File: src/rtl/amo_pkg.sv
// Atomic opcodes and adapter states.
// Codes 10 to 15 exist on the bus but are not atomics here;
// such requests behave as plain loads or stores.
package amo_pkg;

  // ------------------------------
  // Atomic opcodes
  // ------------------------------
  // Encoding as seen on the request amo field
  typedef enum logic [3:0] {
    AmoNone = 4'h0,
    AmoSwap = 4'h1,
    AmoAdd  = 4'h2,
    AmoAnd  = 4'h3,
    AmoOr   = 4'h4,
    AmoXor  = 4'h5,
    AmoMax  = 4'h6,
    AmoMaxu = 4'h7,
    AmoMin  = 4'h8,
    AmoMinu = 4'h9
  } amo_op_e;

  // ------------------------------
  // Adapter FSM
  // ------------------------------
  // Idle serves loads, stores and the read half of an atomic
  // DoAmo owns the SRAM port for the write-back cycle
  typedef enum logic {
    Idle,
    DoAmo
  } adapter_state_e;

endpackage

File: src/rtl/tcdm_pkg.sv
// Widths and bus types shared by the TCDM bank and its adapter.
// One bank of BankWords 32-bit words, word-addressed by address bits 9..2.
// Address bits above the bank index are ignored by the bank.
package tcdm_pkg;

  // ------------------------------
  // Widths
  // ------------------------------
  localparam int unsigned AddrWidth    = 32;
  localparam int unsigned DataWidth    = 32;
  localparam int unsigned BeWidth      = DataWidth / 8;
  localparam int unsigned MetaWidth    = 8;
  localparam int unsigned AmoWidth     = 4;
  localparam int unsigned BankWords    = 256;
  localparam int unsigned BankIdxWidth = $clog2(BankWords);
  // Byte offset within a word, skipped when indexing the bank
  localparam int unsigned ByteOffWidth = $clog2(BeWidth);

  typedef logic [AddrWidth-1:0]    addr_t;
  typedef logic [DataWidth-1:0]    data_t;
  typedef logic [BeWidth-1:0]      be_t;
  typedef logic [MetaWidth-1:0]    meta_t;
  typedef logic [AmoWidth-1:0]     amo_code_t;
  typedef logic [BankIdxWidth-1:0] bank_idx_t;

  // ------------------------------
  // Bus structs
  // ------------------------------
  // Request from the requester, raw atomic code as sent on the bus
  typedef struct packed {
    addr_t     addr;
    amo_code_t amo;
    logic      write;
    data_t     wdata;
    be_t       be;
    meta_t     meta;
  } tcdm_req_t;

  // Load or AMO response, meta is echoed back unchanged
  typedef struct packed {
    data_t rdata;
    meta_t meta;
  } tcdm_rsp_t;

  // Single-cycle SRAM command
  typedef struct packed {
    logic      req;
    logic      write;
    bank_idx_t idx;
    data_t     wdata;
    be_t       be;
  } mem_req_t;

endpackage

File: src/rtl/tcdm_req_decode.sv
// Request decode and sequencing for the bank adapter.
// Idle forwards an accepted request to the SRAM in the same cycle.
// An atomic reads in Idle and writes back one cycle later in DoAmo,
// with new requests blocked for that cycle.
// New requests are also held off while a response waits unconsumed.
`timescale 1ns/1ps

module tcdm_req_decode
  import tcdm_pkg::*;
  import amo_pkg::*;
(
  input  logic      clk_i,
  input  logic      rst_ni,
  // Request stream
  input  logic      in_valid_i,
  input  tcdm_req_t req_i,
  output logic      in_ready_o,
  // Response side status
  input  logic      resp_pending_i,
  input  logic      out_ready_i,
  // SRAM port
  output mem_req_t  mem_o,
  // Response bookkeeping
  output logic      meta_push_o,
  output logic      rdata_push_o,
  // AMO ALU
  output amo_op_e   amo_op_o,
  output data_t     amo_operand_o,
  input  data_t     amo_result_i
);

  adapter_state_e state_q, state_d;

  // Saved atomic, used during the write-back cycle
  amo_op_e   amo_op_q;
  bank_idx_t amo_idx_q;
  data_t     amo_operand_q;

  // Read data shows up one cycle after the SRAM read
  logic rdata_push_q;

  logic      req_accepted;
  logic      is_amo;
  logic      is_read;
  amo_op_e   req_op;
  bank_idx_t req_idx;

  // ------------------------------
  // Request classification
  // ------------------------------
  assign req_op  = amo_op_e'(req_i.amo);
  // Only swap through minu count as atomics
  assign is_amo  = req_op inside {[AmoSwap:AmoMinu]};
  // An atomic always reads first, regardless of the write flag
  assign is_read = is_amo | ~req_i.write;
  assign req_idx = req_i.addr[ByteOffWidth +: BankIdxWidth];

  // Blocked in DoAmo and while a response sits untaken
  assign in_ready_o   = (state_q == Idle) & ~(resp_pending_i & ~out_ready_i);
  assign req_accepted = in_valid_i & in_ready_o;

  // Meta goes in at acceptance, read data follows a cycle later
  assign meta_push_o  = req_accepted & is_read;
  assign rdata_push_o = rdata_push_q;

  assign amo_op_o      = amo_op_q;
  assign amo_operand_o = amo_operand_q;

  // ------------------------------
  // SRAM command and FSM
  // ------------------------------
  always_comb begin
    state_d = state_q;

    // Default is a straight feed-through of the request
    mem_o.req   = req_accepted;
    mem_o.write = req_i.write & ~is_amo;
    mem_o.idx   = req_idx;
    mem_o.wdata = req_i.wdata;
    mem_o.be    = req_i.be;

    unique case (state_q)
      Idle: begin
        if (req_accepted && is_amo) begin
          state_d = DoAmo;
        end
      end
      DoAmo: begin
        // Full-word write of the ALU result at the saved index
        mem_o.req   = 1'b1;
        mem_o.write = 1'b1;
        mem_o.idx   = amo_idx_q;
        mem_o.wdata = amo_result_i;
        mem_o.be    = '1;
        state_d     = Idle;
      end
    endcase
  end

  // ------------------------------
  // Registers
  // ------------------------------
  always_ff @(posedge clk_i or negedge rst_ni) begin
    if (!rst_ni) begin
      state_q      <= Idle;
      rdata_push_q <= 1'b0;
      amo_op_q     <= AmoNone;
    end else begin
      state_q      <= state_d;
      rdata_push_q <= req_accepted & is_read;
      if (req_accepted && is_amo) begin
        amo_op_q <= req_op;
      end
    end
  end

  // Atomic address and operand
  always_ff @(posedge clk_i) begin
    if (req_accepted && is_amo) begin
      amo_idx_q     <= req_idx;
      amo_operand_q <= req_i.wdata;
    end
  end

endmodule

File: config.mk
export PLATFORM = sky130hd
export DESIGN_NAME = tcdm_req_decode
export DESIGN_NICKNAME = d
export VERILOG_FILES = /design/src/rtl/amo_pkg.sv /design/src/rtl/tcdm_pkg.sv /design/src/rtl/tcdm_req_decode.sv
export SDC_FILE = /design/constraint.sdc
export NUM_CORES = 1
export LEC_CHECK = 0
export ABC_CLOCK_PERIOD_IN_PS = 4100
export BUFFER_PORTS_ARGS = -buffer_cell sky130_fd_sc_hd__clkbuf_2
export CAP_MARGIN = 10
export CORE_MARGIN = 1.5
export CORE_UTILIZATION = 31
export CTS_BUF_LIST = sky130_fd_sc_hd__clkbuf_4
export DETAILED_ROUTE_END_ITERATION = 8
export MAX_ROUTING_LAYER = met4
export PLACE_DENSITY = 0.81
export SYNTH_ARGS = -nofsm -noshare
export SYNTH_HDL_FRONTEND = slang
export SYNTH_SLANG_ARGS = --single-unit
export TNS_END_PERCENT = 10
File: constraint.sdc
create_clock -name clk_i -period 4.1 [get_ports clk_i]
set_clock_uncertainty 0.05 [all_clocks]
set_input_delay 0.205 -clock clk_i [delete_from_list [all_inputs] [get_ports clk_i]]
set_output_delay 0.205 -clock clk_i [all_outputs]
set_load 0.01 [all_outputs]
Word level (Yosys, flattened, before mapping)

Index checks and enable logic that the tools add are counted.

Flip-flop bits (word level): 46
Input bits: 118
Output and inout bits: 85
Word-level logic and storage cells: 23

$lt $le $gt $ge: 2
Multiplexer cells: 3
Bitwise operators: 11
Reductions and logical operators: 2

Operator list:

| cell                 | number |
|---|---|
| $mux W46             | 1 |
| $and A1 B1 Y1        | 5 |
| $not A1 Y1           | 5 |
| $ge A4 B1 Y1 const B | 1 |
| $le A4 B4 Y1 const B | 1 |
| $logic_and A1 B1 Y1  | 2 |
| $pmux W1 S2          | 1 |
| $mux W1              | 1 |
| $or A1 B1 Y1         | 1 |

Logic depth before layout (Yosys ltp)

Depth after elaboration: 8
Mapped depth: 4

Worst setup path before layout

OpenSTA, ideal clock, no wires.

Kind: reg-to-reg
From: register state_q
To: register amo_idx_q[0] (enable)
Library setup time: 0.437 ns
Data arrival time: 2.444 ns
Data required time: 3.613 ns
Slack: 1.169 ns
Cell stages (with the launch flop): 5
Path through: dfrtp_1 nor2b_1 buf_2 nand2_1 nor2_1

Cells in the longest elaborated chain, start to end: 4

Ends and longest elaborated chain:

| item                   | RTL line               | RTL |
|---|---|---|
| start, declared        | tcdm_req_decode.sv:32  | `adapter_state_e state_q, state_d;` |
| start signal, assigned | tcdm_req_decode.sv:105 | `state_q <= Idle;` |
| start signal, assigned | tcdm_req_decode.sv:109 | `state_q <= state_d;` |
| $not A1 Y1             | --                     |  |
| $and A1 B1 Y1          | tcdm_req_decode.sv:59  | `assign in_ready_o = (state_q == Idle) & ~(resp_pending_i & ~out_ready_i);` |
| $and A1 B1 Y1          | tcdm_req_decode.sv:60  | `assign req_accepted = in_valid_i & in_ready_o;` |
| $logic_and A1 B1 Y1    | tcdm_req_decode.sv:119 | `if (req_accepted && is_amo) begin` |
| end signal, assigned   | tcdm_req_decode.sv:120 | `amo_idx_q <= req_idx;` |
| end, declared          | tcdm_req_decode.sv:36  | `bank_idx_t amo_idx_q;` |

Every way passes these cells.
A chain may end at the register's enable or synchronous reset.

Worst setup path after layout

From: register state_q
To: register amo_idx_q[7] (enable)

The elaborated chain is that of the path after synthesis.

==> results.py <==
metrics = {
    "clock_network": {
        "cts_made_buffers": 5,
        "clkLatencyLatePin_ps": 330,
        "cts_setup_buffers": 0,
        "path_clk_slew_ps": 130,
        "cts.sinks": 46,
        "clockBufferDepth": 2,
        "root_buffer": "clkbuf_4",
        "cts_max_level": 2,
        "cts_tree": "done",
    },
    "global_routing": {
        "grt_pass1_vias": 1965,
        "grt_util_all_layers_pct": 16.2,
        "grt_max_degree": 50,
        "grt_pass1_wl_um": 8960,
        "antenna_found_initial": 0,
        "grt_remaining_overflow": 0,
    },
    "sta": {
        "min_period_ps": 2930,
        "relSlewSlack_pct": 32.8,
        "setup_ws_ps": 1170,
        "fin_tns_setup_ps": 0,
        "final_max_slew_viol_count": 0,
        "finalCritPeriodShare_pct": 71.5,
        "setup_violations": 0,
        "worst_slew_pin_slew_ps": 1010,
        "rsz0062_at_grt": "no",
        "fmax_mhz": 341,
        "finalHoldViolations": 0,
    },
    "finish": {
        "multi_input_area_um2": 676,
        "seqCellArea_mm2": 0.00135,
        "area_growth_pct": 68.1,
        "fill_cells": 536,
        "layout-drive-gt1-share_pct": 65.8,
        "final_nets": 462,
        "antennaDiodeCount": 0,
        "fin_util_pct": 54.5,
    },
    "floorplan": {
        "die_h_um": 84.9,
        "die_x_um": 84.9,
        "coreArea_mm2": 0.00642,
        "initial_core_util_pct": 32.4,
        "rows": 29,
        "die_area_mm2": 0.00721,
        "io_pins": 203,
    },
    "yosys": {
        "yosys_warnings": 0,
        "synth_cells": 131,
        "ys_ff_latch": 46,
        "synth_cell_types": 29,
        "synth_edf_count": 40,
        "synthesis.nets": 249,
        "synth_area_mm2": 0.00208,
        "yosys_most_used_dff": "edfxtp_1",
        "synth_top_cell_area_share_pct": 57.7,
        "yosys-top-cells-count": "40 x edfxtp_1, 40 x mux2_2, 6 x dfrtp_1",
        "ys_seq_area_share_pct": 64.9,
        "avgSynthCellArea_um2": 15.9,
        "yosys-top-cells-area": "edfxtp_1 58%, mux2_2 22%, dfrtp_1 7.2%",
        "synth_top_area_cell": "edfxtp_1",
        "ys_async_sr_fraction_pct": 13.0,
    },
    "power": {
        "power_leakage_nw": 1.61,
        "p_int_uw": 825,
        "p_clk_share_pct": 24.8,
        "p_sw_share_pct": 25.4,
        "seq_power_share_pct": 51.1,
        "peakVddDrop_v": 0.000159,
        "switching_power_uw": 281,
        "pwr-share-comb_pct": 24.0,
        "power.density_mw_per_mm2": 316,
    },
    "routing": {
        "wl_per_cell_um": 13.9,
        "routed_wl_um": 5870,
        "num_vias": 1969,
        "viasPerCell": 4.67,
        "ant_nets": 0,
        "drc_errors": 13,
        "firstDrtPassIters": 8,
        "drtIter0Drc": 84,
    },
    "worst_setup_path": {
        "critPathLaunchType": "register",
        "path_max_fanout": 49,
        "crit_start": "state_q",
        "cp-end-kind": "register",
        "cp.arrival_ps": 2920,
        "crit_type": "register to register",
        "reg2reg_from": "state_q",
        "crit_required_ps": 4090,
    },
    "hold_path": {
        "worstHoldPathType": "input port to register",
        "min_from": "req_i[48]",
    },
    "job": {
        "drv_cap": 0,
    },
    "place": {
        "hpwl_um": 3860,
        "place.gp.congestion": 0.743,
        "place_ws_ps": 1160,
        "io_buffer_count": 170,
    },
    "status": {
        "violations": "design-rule violations",
        "status": "finished with violations",
    },
}
[critical path: stages (launching register included)]
cell and delay, ps:
dfrtp_2 790, nor2b_1 610, nand2_1 280, nor2_4 480, buf_4 400
[sequential cells by signal (all words and copies together), names as in the netlist]
name	flops
amo_idx_q	8
amo_op_o	4
amo_operand_o	32
rdata_push_o	1
state_q	1
[stage by stage]
| step | total power, mW | hold WS, ps | instance area, um2 | std cells |
|---|---|---|---|---|
| 3_3_place_gp | 0.801 | -6.56 | 2990 | 372 |
| 5_1_grt | 1.16 | 59.3 | 3500 | 422 |
| 4_1_cts | 1.12 | 1.92 | 3490 | 421 |
| 6_report | 1.11 | 76.4 | 3500 | 422 |
| 3_5_place_dp | 0.809 | -1.22 | 2990 | 372 |
| 2_1_floorplan | 0.692 | -141 | 2080 | 131 |
[final cells by class]
type                    count  area share [%]
clock buffers               6            1.29
clock inverters             2            1.07
inverters                   3           0.322
multi-input cells          75            19.3
flip-flops and latches     46            38.7
well taps                  77            2.75
repair buffers            213            36.6
[cell usage in the layout, fill, tap and decap left out, drive strengths merged, types with 3 or more instances in the layout]
cell         instances
nor2                 5
dfrtp                6
clkbuf             176
or2                  4
inv                  3
dlygate4sd3         42
mux2                40
edfxtp              40
[routing by layer]
metal / GRT usage [%] / wire (um)
met1: 16.6 / 2210
met4: 4.32 / 45
met5: - / 0
met3: 3.89 / 413
met2: 30.6 / 3200
[path summary, 6_finish.rpt]
| path | slack (ps) | depth (start not counted) | end |
|---|---|---|---|
| max | 1170 | 4 | amo_idx_q[7] |
| min | 80 | 2 | amo_op_o[1] |
| max reg2reg | 1170 | 4 | amo_idx_q[7] |
| min reg2reg | 480 | 1 | amo_op_o[1] |
| max in group asynchronous | 3650 | 2 | state_q |
| min in group asynchronous | 180 | 2 | amo_op_o[1] |
[power groups by stage]
stage | combinational (mW) | clock (mW) | sequential, mW
after CTS | 0.264 | 0.291 | 0.566
after detailed placement | 0.232 | 0 | 0.577
after floorplan | 0.113 | 0 | 0.578
after global placement | 0.227 | 0 | 0.575
final | 0.266 | 0.275 | 0.565
after global routing | 0.286 | 0.307 | 0.570
[cell families after synthesis]
| kind of cell | count (synthesis) | synth area share (%) |
|---|---|---|
| DFF | 46 | 64.9 |
| buffers and inverters | 10 | 2.95 |
| AOI/OAI and AO/OA | 15 | 5.41 |
| and+or+nand+nor | 20 | 5.05 |
| muxes | 40 | 21.6 |
[what timing repair did]
item | CTS | global route
hold buffers | 41 | 1
hold endpoints to repair | 46 | 1
gates resized for setup | 0 | 0
Power figures use the tool's default switching activity.
