--- config.mk ---
export PLATFORM = sky130hd
export DESIGN_NAME = tcdm_resp_buffer
export DESIGN_NICKNAME = d
export VERILOG_FILES = /design/src/rtl/tcdm_pkg.sv /design/src/rtl/tcdm_resp_buffer.sv
export SDC_FILE = /design/constraint.sdc
export NUM_CORES = 1
export LEC_CHECK = 0
export ABC_AREA = 1
export BUFFER_PORTS_ARGS = -buffer_cell sky130_fd_sc_hd__buf_4
export CORE_UTILIZATION = 40
export DETAILED_ROUTE_END_ITERATION = 12
export GPL_TIMING_DRIVEN = 1
export PLACE_DENSITY = 0.77
export SYNTH_ARGS = -nofsm -noshare
export SYNTH_HDL_FRONTEND = slang
export SYNTH_SLANG_ARGS = --single-unit
--- constraint.sdc ---
create_clock -name clk_i -period 1.7 [get_ports clk_i]
set_input_delay 0.17 -clock clk_i [delete_from_list [all_inputs] [get_ports clk_i]]
set_output_delay 0.17 -clock clk_i [all_outputs]
set_load 0.05 [all_outputs]
--- src/rtl/tcdm_pkg.sv ---
// Widths and bus types shared by the TCDM bank and its adapter.
// One bank of BankWords 32-bit words, word-addressed by address bits 9..2.
// Address bits above the bank index are ignored by the bank.
package tcdm_pkg;

  // ------------------------------
  // Widths
  // ------------------------------
  localparam int unsigned AddrWidth    = 32;
  localparam int unsigned DataWidth    = 32;
  localparam int unsigned BeWidth      = DataWidth / 8;
  localparam int unsigned MetaWidth    = 8;
  localparam int unsigned AmoWidth     = 4;
  localparam int unsigned BankWords    = 256;
  localparam int unsigned BankIdxWidth = $clog2(BankWords);
  // Byte offset within a word, skipped when indexing the bank
  localparam int unsigned ByteOffWidth = $clog2(BeWidth);

  typedef logic [AddrWidth-1:0]    addr_t;
  typedef logic [DataWidth-1:0]    data_t;
  typedef logic [BeWidth-1:0]      be_t;
  typedef logic [MetaWidth-1:0]    meta_t;
  typedef logic [AmoWidth-1:0]     amo_code_t;
  typedef logic [BankIdxWidth-1:0] bank_idx_t;

  // ------------------------------
  // Bus structs
  // ------------------------------
  // Request from the requester, raw atomic code as sent on the bus
  typedef struct packed {
    addr_t     addr;
    amo_code_t amo;
    logic      write;
    data_t     wdata;
    be_t       be;
    meta_t     meta;
  } tcdm_req_t;

  // Load or AMO response, meta is echoed back unchanged
  typedef struct packed {
    data_t rdata;
    meta_t meta;
  } tcdm_rsp_t;

  // Single-cycle SRAM command
  typedef struct packed {
    logic      req;
    logic      write;
    bank_idx_t idx;
    data_t     wdata;
    be_t       be;
  } mem_req_t;

endpackage

--- src/rtl/tcdm_resp_buffer.sv ---
// Response buffer for loads and atomics.
// Metadata is pushed at acceptance into a two-entry queue; read data
// arrives a cycle later into a one-entry fall-through stage.
// A response is valid when both have an entry; both pop on handshake.
// Pushing into a full queue or stage is not guarded; the adapter's
// ready logic prevents it.
`timescale 1ns/1ps

module tcdm_resp_buffer
  import tcdm_pkg::*;
(
  input  logic      clk_i,
  input  logic      rst_ni,
  // Metadata at acceptance
  input  logic      meta_push_i,
  input  meta_t     meta_i,
  // Read data one cycle later
  input  logic      rdata_push_i,
  input  data_t     rdata_i,
  // Response stream
  output logic      out_valid_o,
  input  logic      out_ready_i,
  output tcdm_rsp_t rsp_o,
  // Holding an undelivered response
  output logic      pending_o
);

  // ------------------------------
  // Metadata queue
  // ------------------------------
  meta_t      meta_q [2];
  logic       meta_wr_q;
  logic       meta_rd_q;
  logic [1:0] meta_cnt_q;

  // ------------------------------
  // Read-data stage
  // ------------------------------
  data_t data_q;
  logic  data_valid_q;

  logic data_avail;
  logic pop;
  logic store_in;

  // Incoming data falls straight through when the stage is empty
  assign data_avail = data_valid_q | rdata_push_i;
  assign out_valid_o = data_avail & (meta_cnt_q != 2'd0);
  assign pop         = out_valid_o & out_ready_i;
  assign pending_o   = out_valid_o;

  assign rsp_o.rdata = data_valid_q ? data_q : rdata_i;
  assign rsp_o.meta  = meta_q[meta_rd_q];

  // Keep incoming data unless it is consumed in this very cycle
  assign store_in = rdata_push_i & (data_valid_q | ~pop);

  always_ff @(posedge clk_i or negedge rst_ni) begin
    if (!rst_ni) begin
      meta_wr_q    <= 1'b0;
      meta_rd_q    <= 1'b0;
      meta_cnt_q   <= 2'd0;
      data_valid_q <= 1'b0;
    end else begin
      if (meta_push_i) begin
        meta_wr_q <= ~meta_wr_q;
      end
      if (pop) begin
        meta_rd_q <= ~meta_rd_q;
      end
      // Count moves only when push and pop differ
      if (meta_push_i && !pop) begin
        meta_cnt_q <= meta_cnt_q + 2'd1;
      end else if (!meta_push_i && pop) begin
        meta_cnt_q <= meta_cnt_q - 2'd1;
      end
      data_valid_q <= (data_valid_q & ~pop) | store_in;
    end
  end

  // Payload storage
  always_ff @(posedge clk_i) begin
    if (meta_push_i) begin
      meta_q[meta_wr_q] <= meta_i;
    end
    if (store_in) begin
      data_q <= rdata_i;
    end
  end

endmodule

## After elaboration in Yosys (flattened, before gate mapping)

Memories as Yosys holds them, arrays and structs flattened.
Index checks and enable logic that the tools add are counted.

| word-level totals | value |
|---|---|
| bits in writable memories | 16 |
| input port bits | 45 |
| memories kept | 1 |
| register bits after elaboration | 37 |

| operators by class | value |
|---|---|
| bitwise gates (word level) | 10 |
| mux-type cells | 5 |
| reduce and logical (&&, ||, !) cells | 6 |
| $add $sub $neg | 2 |

Memory list:

| memory | words | bits a word | rd ports | clocked after Yosys merged registers in | wr ports | RTL line | RTL |
|---|---|---|---|---|---|---|---|
| meta_q | 2 | 8 | 1 | 0 | 1 | tcdm_resp_buffer.sv:31 | `meta_t meta_q [2];` |

Operators by type and width:

| kind | number |
|---|---|
| two-way mux 32 bit | 1 |
| bitwise AND 1 bit | 4 |
| two-way mux 2 bit | 2 |
| nonzero test 2 bit | 2 |
| NOT 1 bit | 3 |
| OR 1 bit | 3 |
| adder 2 x 1 -> 2 bit (second input constant) | 1 |
| logical AND 1 bit | 2 |
| zero test 1 bit | 2 |
| two-way mux 1 bit | 2 |
| subtractor 2 x 1 -> 2 bit (second input constant) | 1 |

## Logic depth before layout (Yosys ltp)

Gate-level depths: netlist of the first run.

| logic depth | value |
|---|---|
| depth after elaboration | 7 |
| gate-level depth with buffers | 10 |

## Least setup slack after synthesis of the first run

No wires, ideal clock.

| path | value |
|---|---|
| kind | register to register |
| start point | register meta_cnt_q[0] |
| end point | register data_q[0], enable pin |
| slack | 0.004 ns |
| data arrival time | 1.309 ns |
| setup time | 0.387 ns |
| period minus slack after synthesis | 1.696 ns |
| buffers on the path | 0 |
| stages on the path, launching flop included | 6 |
| cell sequence | dfrtp_1 -> inv_1 -> nand2_2 -> nand4_1 -> nand2_1 -> inv_1 |

| between the ends | value |
|---|---|
| longest elaborated chain between the ends | 6 |

Ends and longest elaborated chain:

| element | RTL line | RTL |
|---|---|---|
| start: declaration | tcdm_resp_buffer.sv:34 | `logic [1:0] meta_cnt_q;` |
| start signal: assignment | tcdm_resp_buffer.sv:73 | `meta_cnt_q <= meta_cnt_q + 2'd1;` |
| start signal: assignment | tcdm_resp_buffer.sv:75 | `meta_cnt_q <= meta_cnt_q - 2'd1;` |
| nonzero test 2 bit | tcdm_resp_buffer.sv:48 | `assign out_valid_o = data_avail & (meta_cnt_q != 2'd0);` |
| bitwise AND 1 bit | tcdm_resp_buffer.sv:48 |  |
| bitwise AND 1 bit | tcdm_resp_buffer.sv:49 | `assign pop = out_valid_o & out_ready_i;` |
| NOT 1 bit | tcdm_resp_buffer.sv:56 | `assign store_in = rdata_push_i & (data_valid_q \| ~pop);` |
| OR 1 bit | tcdm_resp_buffer.sv:56 |  |
| bitwise AND 1 bit | tcdm_resp_buffer.sv:56 |  |
| net store_in | tcdm_resp_buffer.sv:44 | `logic store_in;` |
| end signal: assignment | tcdm_resp_buffer.sv:87 | `data_q <= rdata_i;` |
| end: declaration | tcdm_resp_buffer.sv:39 | `data_t data_q;` |

The timed path passes the listed nets, and every way through them passes these cells.
A chain may end at the register's enable or synchronous reset.

## Worst setup path in the final report of the first run

| path | value |
|---|---|
| start point | register data_valid_q |
| end point | output port out_valid_o |

| between the ends | value |
|---|---|
| longest elaborated chain between the ends | 2 |

Ends and longest elaborated chain:

| element | RTL line | RTL |
|---|---|---|
| start: declaration | tcdm_resp_buffer.sv:40 | `logic data_valid_q;` |
| start signal: assignment | tcdm_resp_buffer.sv:77 | `data_valid_q <= (data_valid_q & ~pop) \| store_in;` |
| OR 1 bit | tcdm_resp_buffer.sv:47 | `assign data_avail = data_valid_q \| rdata_push_i;` |
| bitwise AND 1 bit | tcdm_resp_buffer.sv:48 |  |
| end: declaration | tcdm_resp_buffer.sv:21 | `output logic out_valid_o,` |

No other way between the ends.

==> impl_metrics.toml, run 1 <==
[sta]
setup_ws_ns = 0.118
drv_slew = 0
final.setup_skew_ns = 0.00637
timing.fmax_mhz = 632
tightest_slew_ns = 0.386
finalSetupTns_ns = 0
fin_crit_sh = 0.931
finalSetupViolCount = 0
period_minus_slack_ns = 1.58
slew_headroom = 0.743
hold_violations = 0
rsz0062_at_grt = "false"

[cells_and_area]
fin_util = 0.560
final_nets = 349
synthToLayoutAreaGrowth_pct = 35.4
fill_cells = 484
layout-drive-gt1-share = 0.332
multi_input_area_um2 = 587
num_antenna_cells = 0
seq_area_mm2 = 0.00157

[critical_path]
criticalPathCategory = "reg -> out"
end_kind = "output pin"
reg2reg_to = "meta_cnt_q[1]"
r2r-start = "data_valid_q"
worst-path-max-fanout = 34
crit_family = "flip-flops"
arrival_ns = 1.41
crit_chain = "inv_6 > nand2_4 > and2_1 > buf_4"
path_buf_inv = 2
reg2reg_slack_ns = 0.27
critical-path-slowest-cell = "dfrtp_1"
crit_required_ns = 1.53
r2r_cells = 8
cp-start-kind = "flop"
critPathMaxStageDelay_ns = 0.44

[cts]
root_buffer = "clkbuf_8"
clock-sinks = 53
insertion_delay_ns = 0.30
htreeDepth = 2
cts_buffer_depth = 2
cts.clk_slew.worst_paths_ns = 0.09
cts_tree = "yes"
numCtsBuffers = 5
cts_setup_buffers = 0

[yosys]
synth_cell_types = 19
ys_ff_latch = 53
syn_nets = 260
synth_area_mm2 = 0.00228
synth_warnings = 0
synth_seq_area_share = 0.688
netlist.area_leader.share = 0.633
yosys.area.top_type = "edfxtp_1"
syn_area_per_cell_um2 = 10.6
synthCells = 214
ys_top_cells_by_area = "edfxtp_1 (63%), nand2_1 (21%), dfrtp_1 (5.5%), buf_6 (2.0%), buf_4 (1.3%)"

[global_routing]
grt_pass1_wl_um = 7030
grt_overflow = 0
grt_util_met3 = 0.0435
grt_pass1_vias = 1649
grt.total_usage = 0.154
antenna_found_initial = 0
grt_max_degree = 34
busiest_layer = "met2"
use_met2 = 0.281
use_met1 = 0.166

[placement]
place.gp.congestion = 0.755
dp_hpwl_um = 3200
dp_worst_setup_slack_ns = 0.339
port_buffers = 86

[floorplan]
start_util = 0.413
fp.coreArea_mm2 = 0.00551
die_x_um = 77.4
io_pins = 87
die_h_um = 77.4
rows = 27
dieArea_mm2 = 0.00600

[drt]
antenna_left = 0
viasPerCell = 4.53
post-route-drc-count = 0
dr.first_iter.drc_count = 50
num_vias = 1702
wl_um = 4370
routedWlPerCell_um = 11.6
drtPass1Iterations = 6

[power_and_ir_drop]
peakVddDrop_v = 0.000763
p_leak_nw = 1.48
comb_power_share = 0.494
pwr-share-seq = 0.346
clkPwrFrac = 0.161
power.internal_mw = 2.77
p_switching_mw = 2.26
p_sw_frac = 0.449
cellPowerDensity_mw_per_mm2 = 1630

[worst_hold_path]
hold_class = "in -> reg"
whs_path_depth = 1
hold_path_end = "meta_q[0][6]"
worstHoldStart = "meta_i[6]"

[run]
cap_violations = 0

[run_status]
status = "completed"
-- cells by family (layout without fill, tap and decap cells) --
logic type,count (synthesis),in the layout,share of synthesized area
simple gates,139,139,0.245
flops,53,53,0.688
buf+inv,19,109,0.0539
xor+xnor,2,2,0.00770
fa+ha+maj,1,1,0.00550
-- through the flow --
step / power, mW / std cells / hold slack [ns] / area, µm²
2_1_floorplan: 3.59 / 214 / -0.126 / 2280
6_report: 5.03 / 376 / 0.0493 / 3080
4_1_cts: 5.08 / 377 / 0.0411 / 3090
5_1_grt: 5.29 / 376 / 0.0328 / 3080
3_3_place_gp: 4.24 / 368 / -0.0216 / 2970
3_5_place_dp: 4.27 / 368 / -0.0216 / 2970
-- worst max-delay path by stage --
stage / startpoint / cells past startpoint / endpoint
4_1_cts: data_valid_q / 5 / rsp_o[30]
2_1_floorplan: meta_cnt_q[0] / 5 / data_q[0]
3_3_place_gp: meta_cnt_q[0] / 6 / data_q[30]
5_1_grt: data_valid_q / 4 / out_valid_o
6_report: data_valid_q / 4 / out_valid_o
3_5_place_dp: meta_cnt_q[0] / 6 / data_q[25]
-- cell usage in the layout (no fill, tap or decap), drive strengths merged --
cell,instances
ha,1
nor2,1
xor2,1
dfrtp,5
nand2,132
nand4,3
xnor2,1
inv,10
clkinv,1
bufinv,1
edfxtp,48
nand3,2
dlygate4sd3,1
and2,1
clkbuf,6
buf,90
-- flip-flops by register name (all words and copies together), names as in the netlist --
name	count
meta_rd_q	1
meta_q	16
meta_wr_q	1
data_valid_q	1
data_q	32
meta_cnt_q	2
-- synth_stat cells --
cell type	n
inv_6	1
xor2_1	1
nor2_1	1
nand2_4	1
nand2_1	130
ha_1	1
nand4_1	3
xnor2_1	1
buf_2	1
dfrtp_1	5
inv_2	1
inv_1	8
nand2_2	1
nand3_1	1
and2_1	1
buf_4	4
nand3_4	1
edfxtp_1	48
buf_6	4
-- routing by layer --
layer  part of all wire  up-vias
met2               0.52       47
met1               0.43      791
met4             0.0098        0
met5                  0        -
met3              0.047        2
li1                   -      862
-- cell type report --
type,instances,share of cell area
clock inverter,2,0.0110
timing repair buffer,91,0.224
clock buffer,6,0.0235
sequential,53,0.508
inverter,10,0.0138
tap,72,0.0292
multi-input combinational,142,0.190
-- power groups by stage --
stage | combinational, mW | clock (mW) | sequential (mW)
after global placement | 2.48 | 0 | 1.76
after CTS | 2.51 | 0.832 | 1.74
after floorplan | 1.87 | 0 | 1.71
final | 2.49 | 0.808 | 1.74
after global routing | 2.65 | 0.881 | 1.76
after detailed placement | 2.51 | 0 | 1.76
-- what timing repair did --
action / CTS / global route
hold buffers: 1 / 0
setup endpoints to repair: 0 / 29
hold endpoints to repair: 5 / 0
gates resized for setup: 0 / 1
Power figures use the tool's default switching activity.
==> run 2: changes to the inputs <==
--- a/config.mk
+++ b/config.mk
@@ -10,7 +10,7 @@
 export CORE_UTILIZATION = 40
 export DETAILED_ROUTE_END_ITERATION = 12
 export GPL_TIMING_DRIVEN = 1
-export PLACE_DENSITY = 0.77
+export PLACE_DENSITY_LB_ADDON = 0.25
 export SYNTH_ARGS = -nofsm -noshare
 export SYNTH_HDL_FRONTEND = slang
 export SYNTH_SLANG_ARGS = --single-unit
==> run 2 against run 1 <==
Net effect: critical path depth increased by 1; final cell count increased by 0.27%; worst hold slack got worse by 0.0088 ns.
==> impl_metrics.toml, run 2 (same netlist as run 1, synthesis figures left out) <==
[run_status]
status = "completed"

[placement]
dp_hpwl_um = 2980
port_buffers = 86
place.gp.congestion = 0.733

[worst_hold_path]
hold_path_end = "meta_q[1][4]"
hold_class = "in -> reg"
worstHoldStart = "meta_i[4]"
whs_path_depth = 1

[cells_and_area]
final_common_cell = "nand2_1"
fin_util = 0.564
num_antenna_cells = 0
layout-drive-gt1-share = 0.341
largest_register_ffs = 32
final_cell_mix = "nand2_1 (130), buf_4 (88), edfxtp_1 (48)"
synthToLayoutAreaGrowth_pct = 36.4
largest_register = "data_q"
largestRegisters = "data_q x32, meta_q x16, meta_cnt_q x2"
final_nets = 350

[floorplan]
rows = 27
dieArea_mm2 = 0.00600
start_util = 0.413
fp.coreArea_mm2 = 0.00551
die_h_um = 77.4
die_x_um = 77.4
io_pins = 87

[sta]
finalHoldWorstSlack_ns = 0.0404
final.setup_skew_ns = 0.00777
finalSetupViolCount = 0
timing.fmax_mhz = 633
drv_slew = 0
tightest_slew_ns = 0.356
hold_violations = 0
period_minus_slack_ns = 1.58
finalSetupTns_ns = 0
fin_crit_sh = 0.929
rsz0062_at_grt = "false"
slew_headroom = 0.763

[drt]
dr.first_iter.drc_count = 44
num_vias = 1688
routedWlPerCell_um = 11.3
antenna_left = 0
wl_um = 4250
viasPerCell = 4.48
drtPass1Iterations = 4
post-route-drc-count = 0

[power_and_ir_drop]
peakVddDrop_v = 0.000917
clkPwrFrac = 0.144
power.internal_mw = 2.67
pwr-share-seq = 0.349
p_switching_mw = 2.30
comb_power_share = 0.507
p_leak_nw = 1.49
cellPowerDensity_mw_per_mm2 = 1600
p_sw_frac = 0.463

[critical_path]
r2r-start = "data_valid_q"
reg2reg_to = "meta_cnt_q[1]"
crit_family = "buffers and inverters"
crit_chain = "inv_6 > buf_12 > nand2_1 > nand2_1 > buf_4"
r2r_cells = 8
crit_cells = 5
path_buf_inv = 3
crit_required_ns = 1.53
cp-start-kind = "flop"
critical-path-slowest-cell = "dfrtp_1"
worst-path-max-fanout = 22
criticalPathCategory = "reg -> out"
crit_top_cell = "nand2_1"
critPathMaxStageDelay_ns = 0.45
arrival_ns = 1.41
reg2reg_slack_ns = 0.33
end_kind = "output pin"

[cts]
clock-sinks = 53
htreeDepth = 2
insertion_delay_ns = 0.30
cts_tree = "yes"
numCtsBuffers = 5
cts_setup_buffers = 0
cts_buffer_depth = 2
root_buffer = "clkbuf_8"
cts.clk_slew.worst_paths_ns = 0.10

[global_routing]
grt_overflow = 0
grt_pass1_wl_um = 7220
grt_pass1_vias = 1689
grt.total_usage = 0.154
grt_max_degree = 34
antenna_found_initial = 0

[run]
cap_violations = 0
[run 2: changes by cell type in the layout (fill, tap and decap cells not counted), sizes merged]
cell      previous run  this run
bufinv               1         0
buf                 90        91
clkinvlp             0         1
inv                 10        11
clkbuf               6         5
[run 2: repair_timing]
item	in CTS	in global routing
endpoints found under the hold margin	5	0
hold buffers	1	0
resized for setup	0	5
endpoints found under the setup margin	0	32
[run 2: per-layer routing]
metal	routed length, µm	GRT usage
met5	0	0
met4	44	0.0566
met3	249	0.0471
met2	2120	0.263
met1	1840	0.183
[run 2: worst register-to-register path, stage by stage, from the launching register on]
cell and delay (ns):
dfrtp_1 0.46, inv_6 0.10, nand2_4 0.09, nand3_4 0.07
ha_1 0.30, inv_1 0.08, nand3_1 0.07, nand2_1 0.06
nand2_1 0.05
[run 2: final cells by class]
cell class	instances	area [µm²]
tap	72	90.1
sequential	53	1570
clock buffer	5	68.8
clock inverter	3	25.0
multi-input combinational	142	587
fill	508	2400
inverter	10	42.5
timing repair buffer	92	726
[run 2: how the worst max path moves through the flow]
| stage | from | slack, ns | endpoint |
|---|---|---|---|
| after floorplan | meta_cnt_q[0] | 0.004 | data_q[0] |
| after CTS | data_valid_q | 0.004 | rsp_o[39] |
| after detailed placement | meta_cnt_q[0] | 0.35 | data_q[4] |
| after global placement | data_valid_q | 0.36 | rsp_o[39] |
| after global routing | data_valid_q | 0.003 | rsp_o[28] |
| final | data_valid_q | 0.12 | rsp_o[28] |
[run 2: metrics by stage]
step	instance area [µm²]	worst slack [ns]	power, mW	cells
2_1_floorplan	2280	0.00436	3.59	214
4_1_cts	3090	0.00400	5.00	377
6_report	3110	0.120	4.98	377
3_3_place_gp	2980	0.357	4.26	368
3_5_place_dp	2980	0.352	4.28	368
5_1_grt	3110	0.00349	5.26	377
[run 2: power by group through the flow]
stage | clock (mW) | combinational [mW] | sequential, mW
2_1_floorplan | 0 | 1.87 | 1.71
3_3_place_gp | 0 | 2.50 | 1.76
3_5_place_dp | 0 | 2.51 | 1.77
4_1_cts | 0.742 | 2.52 | 1.74
5_1_grt | 0.791 | 2.70 | 1.76
6_report | 0.714 | 2.52 | 1.74
==> run 3: changes to the inputs <==
--- a/config.mk
+++ b/config.mk
@@ -7,7 +7,7 @@
 export LEC_CHECK = 0
 export ABC_AREA = 1
 export BUFFER_PORTS_ARGS = -buffer_cell sky130_fd_sc_hd__buf_4
-export CORE_UTILIZATION = 40
+export CORE_UTILIZATION = 44
 export DETAILED_ROUTE_END_ITERATION = 12
 export GPL_TIMING_DRIVEN = 1
 export PLACE_DENSITY_LB_ADDON = 0.25
==> run 3 against run 2 <==
Net effect: first-iteration DRC count is 70% higher; flip-flop and latch count unchanged; die area decreased by 8.9%; final cell count is 1.9% lower; setup slack better by 0.0080 ns; count of clock-buffer cells in the layout grew 2; clock power fell by 7.7%; routed wire length increased by 7.1%; critical path depth is 1 lower; combinational power hardly changed; register-to-register slack got worse by 0.07 ns; largest cell class unchanged; highest routed layer unchanged.
==> impl_metrics.toml, run 3 (same netlist as run 1, synthesis figures left out) <==
[critical_path]
crit_required_ns = 1.53
arrival_ns = 1.40
worst-path-max-fanout = 34
cp-start-kind = "flop"
criticalPathCategory = "reg -> out"
end_kind = "output pin"

[worst_hold_path]
hold_class = "in -> reg"

[drt]
post-route-drc-count = 0
routedWlPerCell_um = 12.3
wl_um = 4550
num_vias = 1664
antenna_left = 0
viasPerCell = 4.50
dr.first_iter.drc_count = 75
drtPass1Iterations = 4

[power_and_ir_drop]
p_switching_mw = 2.26
p_total_mw = 4.89
peakVddDrop_v = 0.00106
comb_power_share = 0.510
p_sw_frac = 0.462
power.internal_mw = 2.63
pwr-share-seq = 0.355
p_leak_nw = 1.47
cellPowerDensity_mw_per_mm2 = 1600
clkPwrFrac = 0.135

[cts]
numCtsBuffers = 5
cts_tree = "yes"
insertion_delay_ns = 0.30
cts.clk_slew.worst_paths_ns = 0.09
clock-sinks = 53
htreeDepth = 2
cts_setup_buffers = 0
root_buffer = "clkbuf_8"
cts_buffer_depth = 2

[global_routing]
grt_max_degree = 34
grt.total_usage = 0.178
grt_pass1_vias = 1501
grt_overflow = 0
grt_pass1_wl_um = 7030
antenna_found_initial = 0

[cells_and_area]
fill_cells = 397
num_antenna_cells = 0
multi_input_area_um2 = 587
largest_register_ffs = 32
largest_register = "data_q"
largestRegisters = "data_q x32, meta_q x16, meta_cnt_q x2"
final_nets = 348
seq_area_mm2 = 0.00157
synthToLayoutAreaGrowth_pct = 34.2
fin_util = 0.630
layout-drive-gt1-share = 0.330
final_cell_mix = "nand2_1 (130), buf_4 (87), edfxtp_1 (48)"
final_common_cell = "nand2_1"
design_area_mm2 = 0.00306

[placement]
dp_worst_setup_slack_ns = 0.365
place.gp.congestion = 0.744
place_area_mm2 = 0.00297
port_buffers = 86
dp_hpwl_um = 3390

[sta]
finalSetupViolCount = 0
timing.fmax_mhz = 636
slew_headroom = 0.768
finalSetupTns_ns = 0
tightest_slew_ns = 0.348
final.setup_skew_ns = 0.00809
period_minus_slack_ns = 1.57
rsz0062_at_grt = "false"
setup_ws_ns = 0.128
hold_violations = 0
fin_crit_sh = 0.925
drv_slew = 0

[run_status]
status = "completed"

[floorplan]
die_x_um = 73.9
io_pins = 87
rows = 25
fp.coreArea_mm2 = 0.00485
die_h_um = 73.9
start_util = 0.469
dieArea_mm2 = 0.00546

[run]
cap_violations = 0
[run 3: cell types whose count changed in the layout (fill, tap and decap cells not counted), sizes merged]
cell	previous run	this run
buf	91	89
inv	11	10
clkinvlp	1	0
clkbuf	5	7
[run 3: cell type report]
type                    instances  area share
flip-flops and latches         53       0.513
repair buffers                 90       0.227
well taps                      67      0.0274
multi-input cells             142       0.192
clock buffers                   7      0.0250
inverters                      10      0.0139
clock inverters                 1     0.00164
[run 3: path summary, 6_finish.rpt]
| check | start | to | slack (ns) | cells after the start |
|---|---|---|---|---|
| worst min register to register | meta_cnt_q[1] | meta_cnt_q[1] | 0.49 | 2 |
| worst min-delay path | meta_i[0] | meta_q[0][0] | 0.05 | 1 |
| max in group asynchronous | rst_ni | meta_rd_q | 1.38 | 2 |
| worst max-delay path | data_valid_q | pending_o | 0.13 | 4 |
| min in group asynchronous | rst_ni | meta_cnt_q[0] | 0.21 | 2 |
| worst max register to register | data_valid_q | meta_cnt_q[1] | 0.26 | 8 |
[run 3: metrics by stage]
stage / std cells / hold slack [ns]
2_1_floorplan: 214 / -0.126
3_3_place_gp: 362 / -0.0204
3_5_place_dp: 362 / -0.0222
4_1_cts: 371 / 0.0414
5_1_grt: 370 / 0.0223
6_report: 370 / 0.0539
[run 3: power groups by stage]
stage | logic (mW) | clock network (mW) | registers, mW
6_report | 2.49 | 0.659 | 1.74
5_1_grt | 2.66 | 0.747 | 1.76
4_1_cts | 2.51 | 0.681 | 1.74
3_5_place_dp | 2.51 | 0 | 1.77
3_3_place_gp | 2.49 | 0 | 1.76
2_1_floorplan | 1.87 | 0 | 1.71
[run 3: per-layer routing]
| layer | global-route usage | wire [µm] |
|---|---|---|
| met1 | 0.231 | 2010 |
| met4 | 0.0662 | 70 |
| met2 | 0.278 | 2250 |
| met3 | 0.0590 | 222 |
| met5 | 0 | 0 |
[run 3: worst max-delay path, cell delays in order, from the launching register on]
cell     delay (ns)
dfrtp_1        0.44
inv_6          0.22
nand2_4        0.09
and2_1         0.17
buf_4          0.19
[run 3: repair_timing]
action                                  4_1_cts  5_1_grt
gates resized for setup                       0        1
hold buffers                                  1        0
endpoints found under the hold margin         5        0
endpoints found under the setup margin        0       32
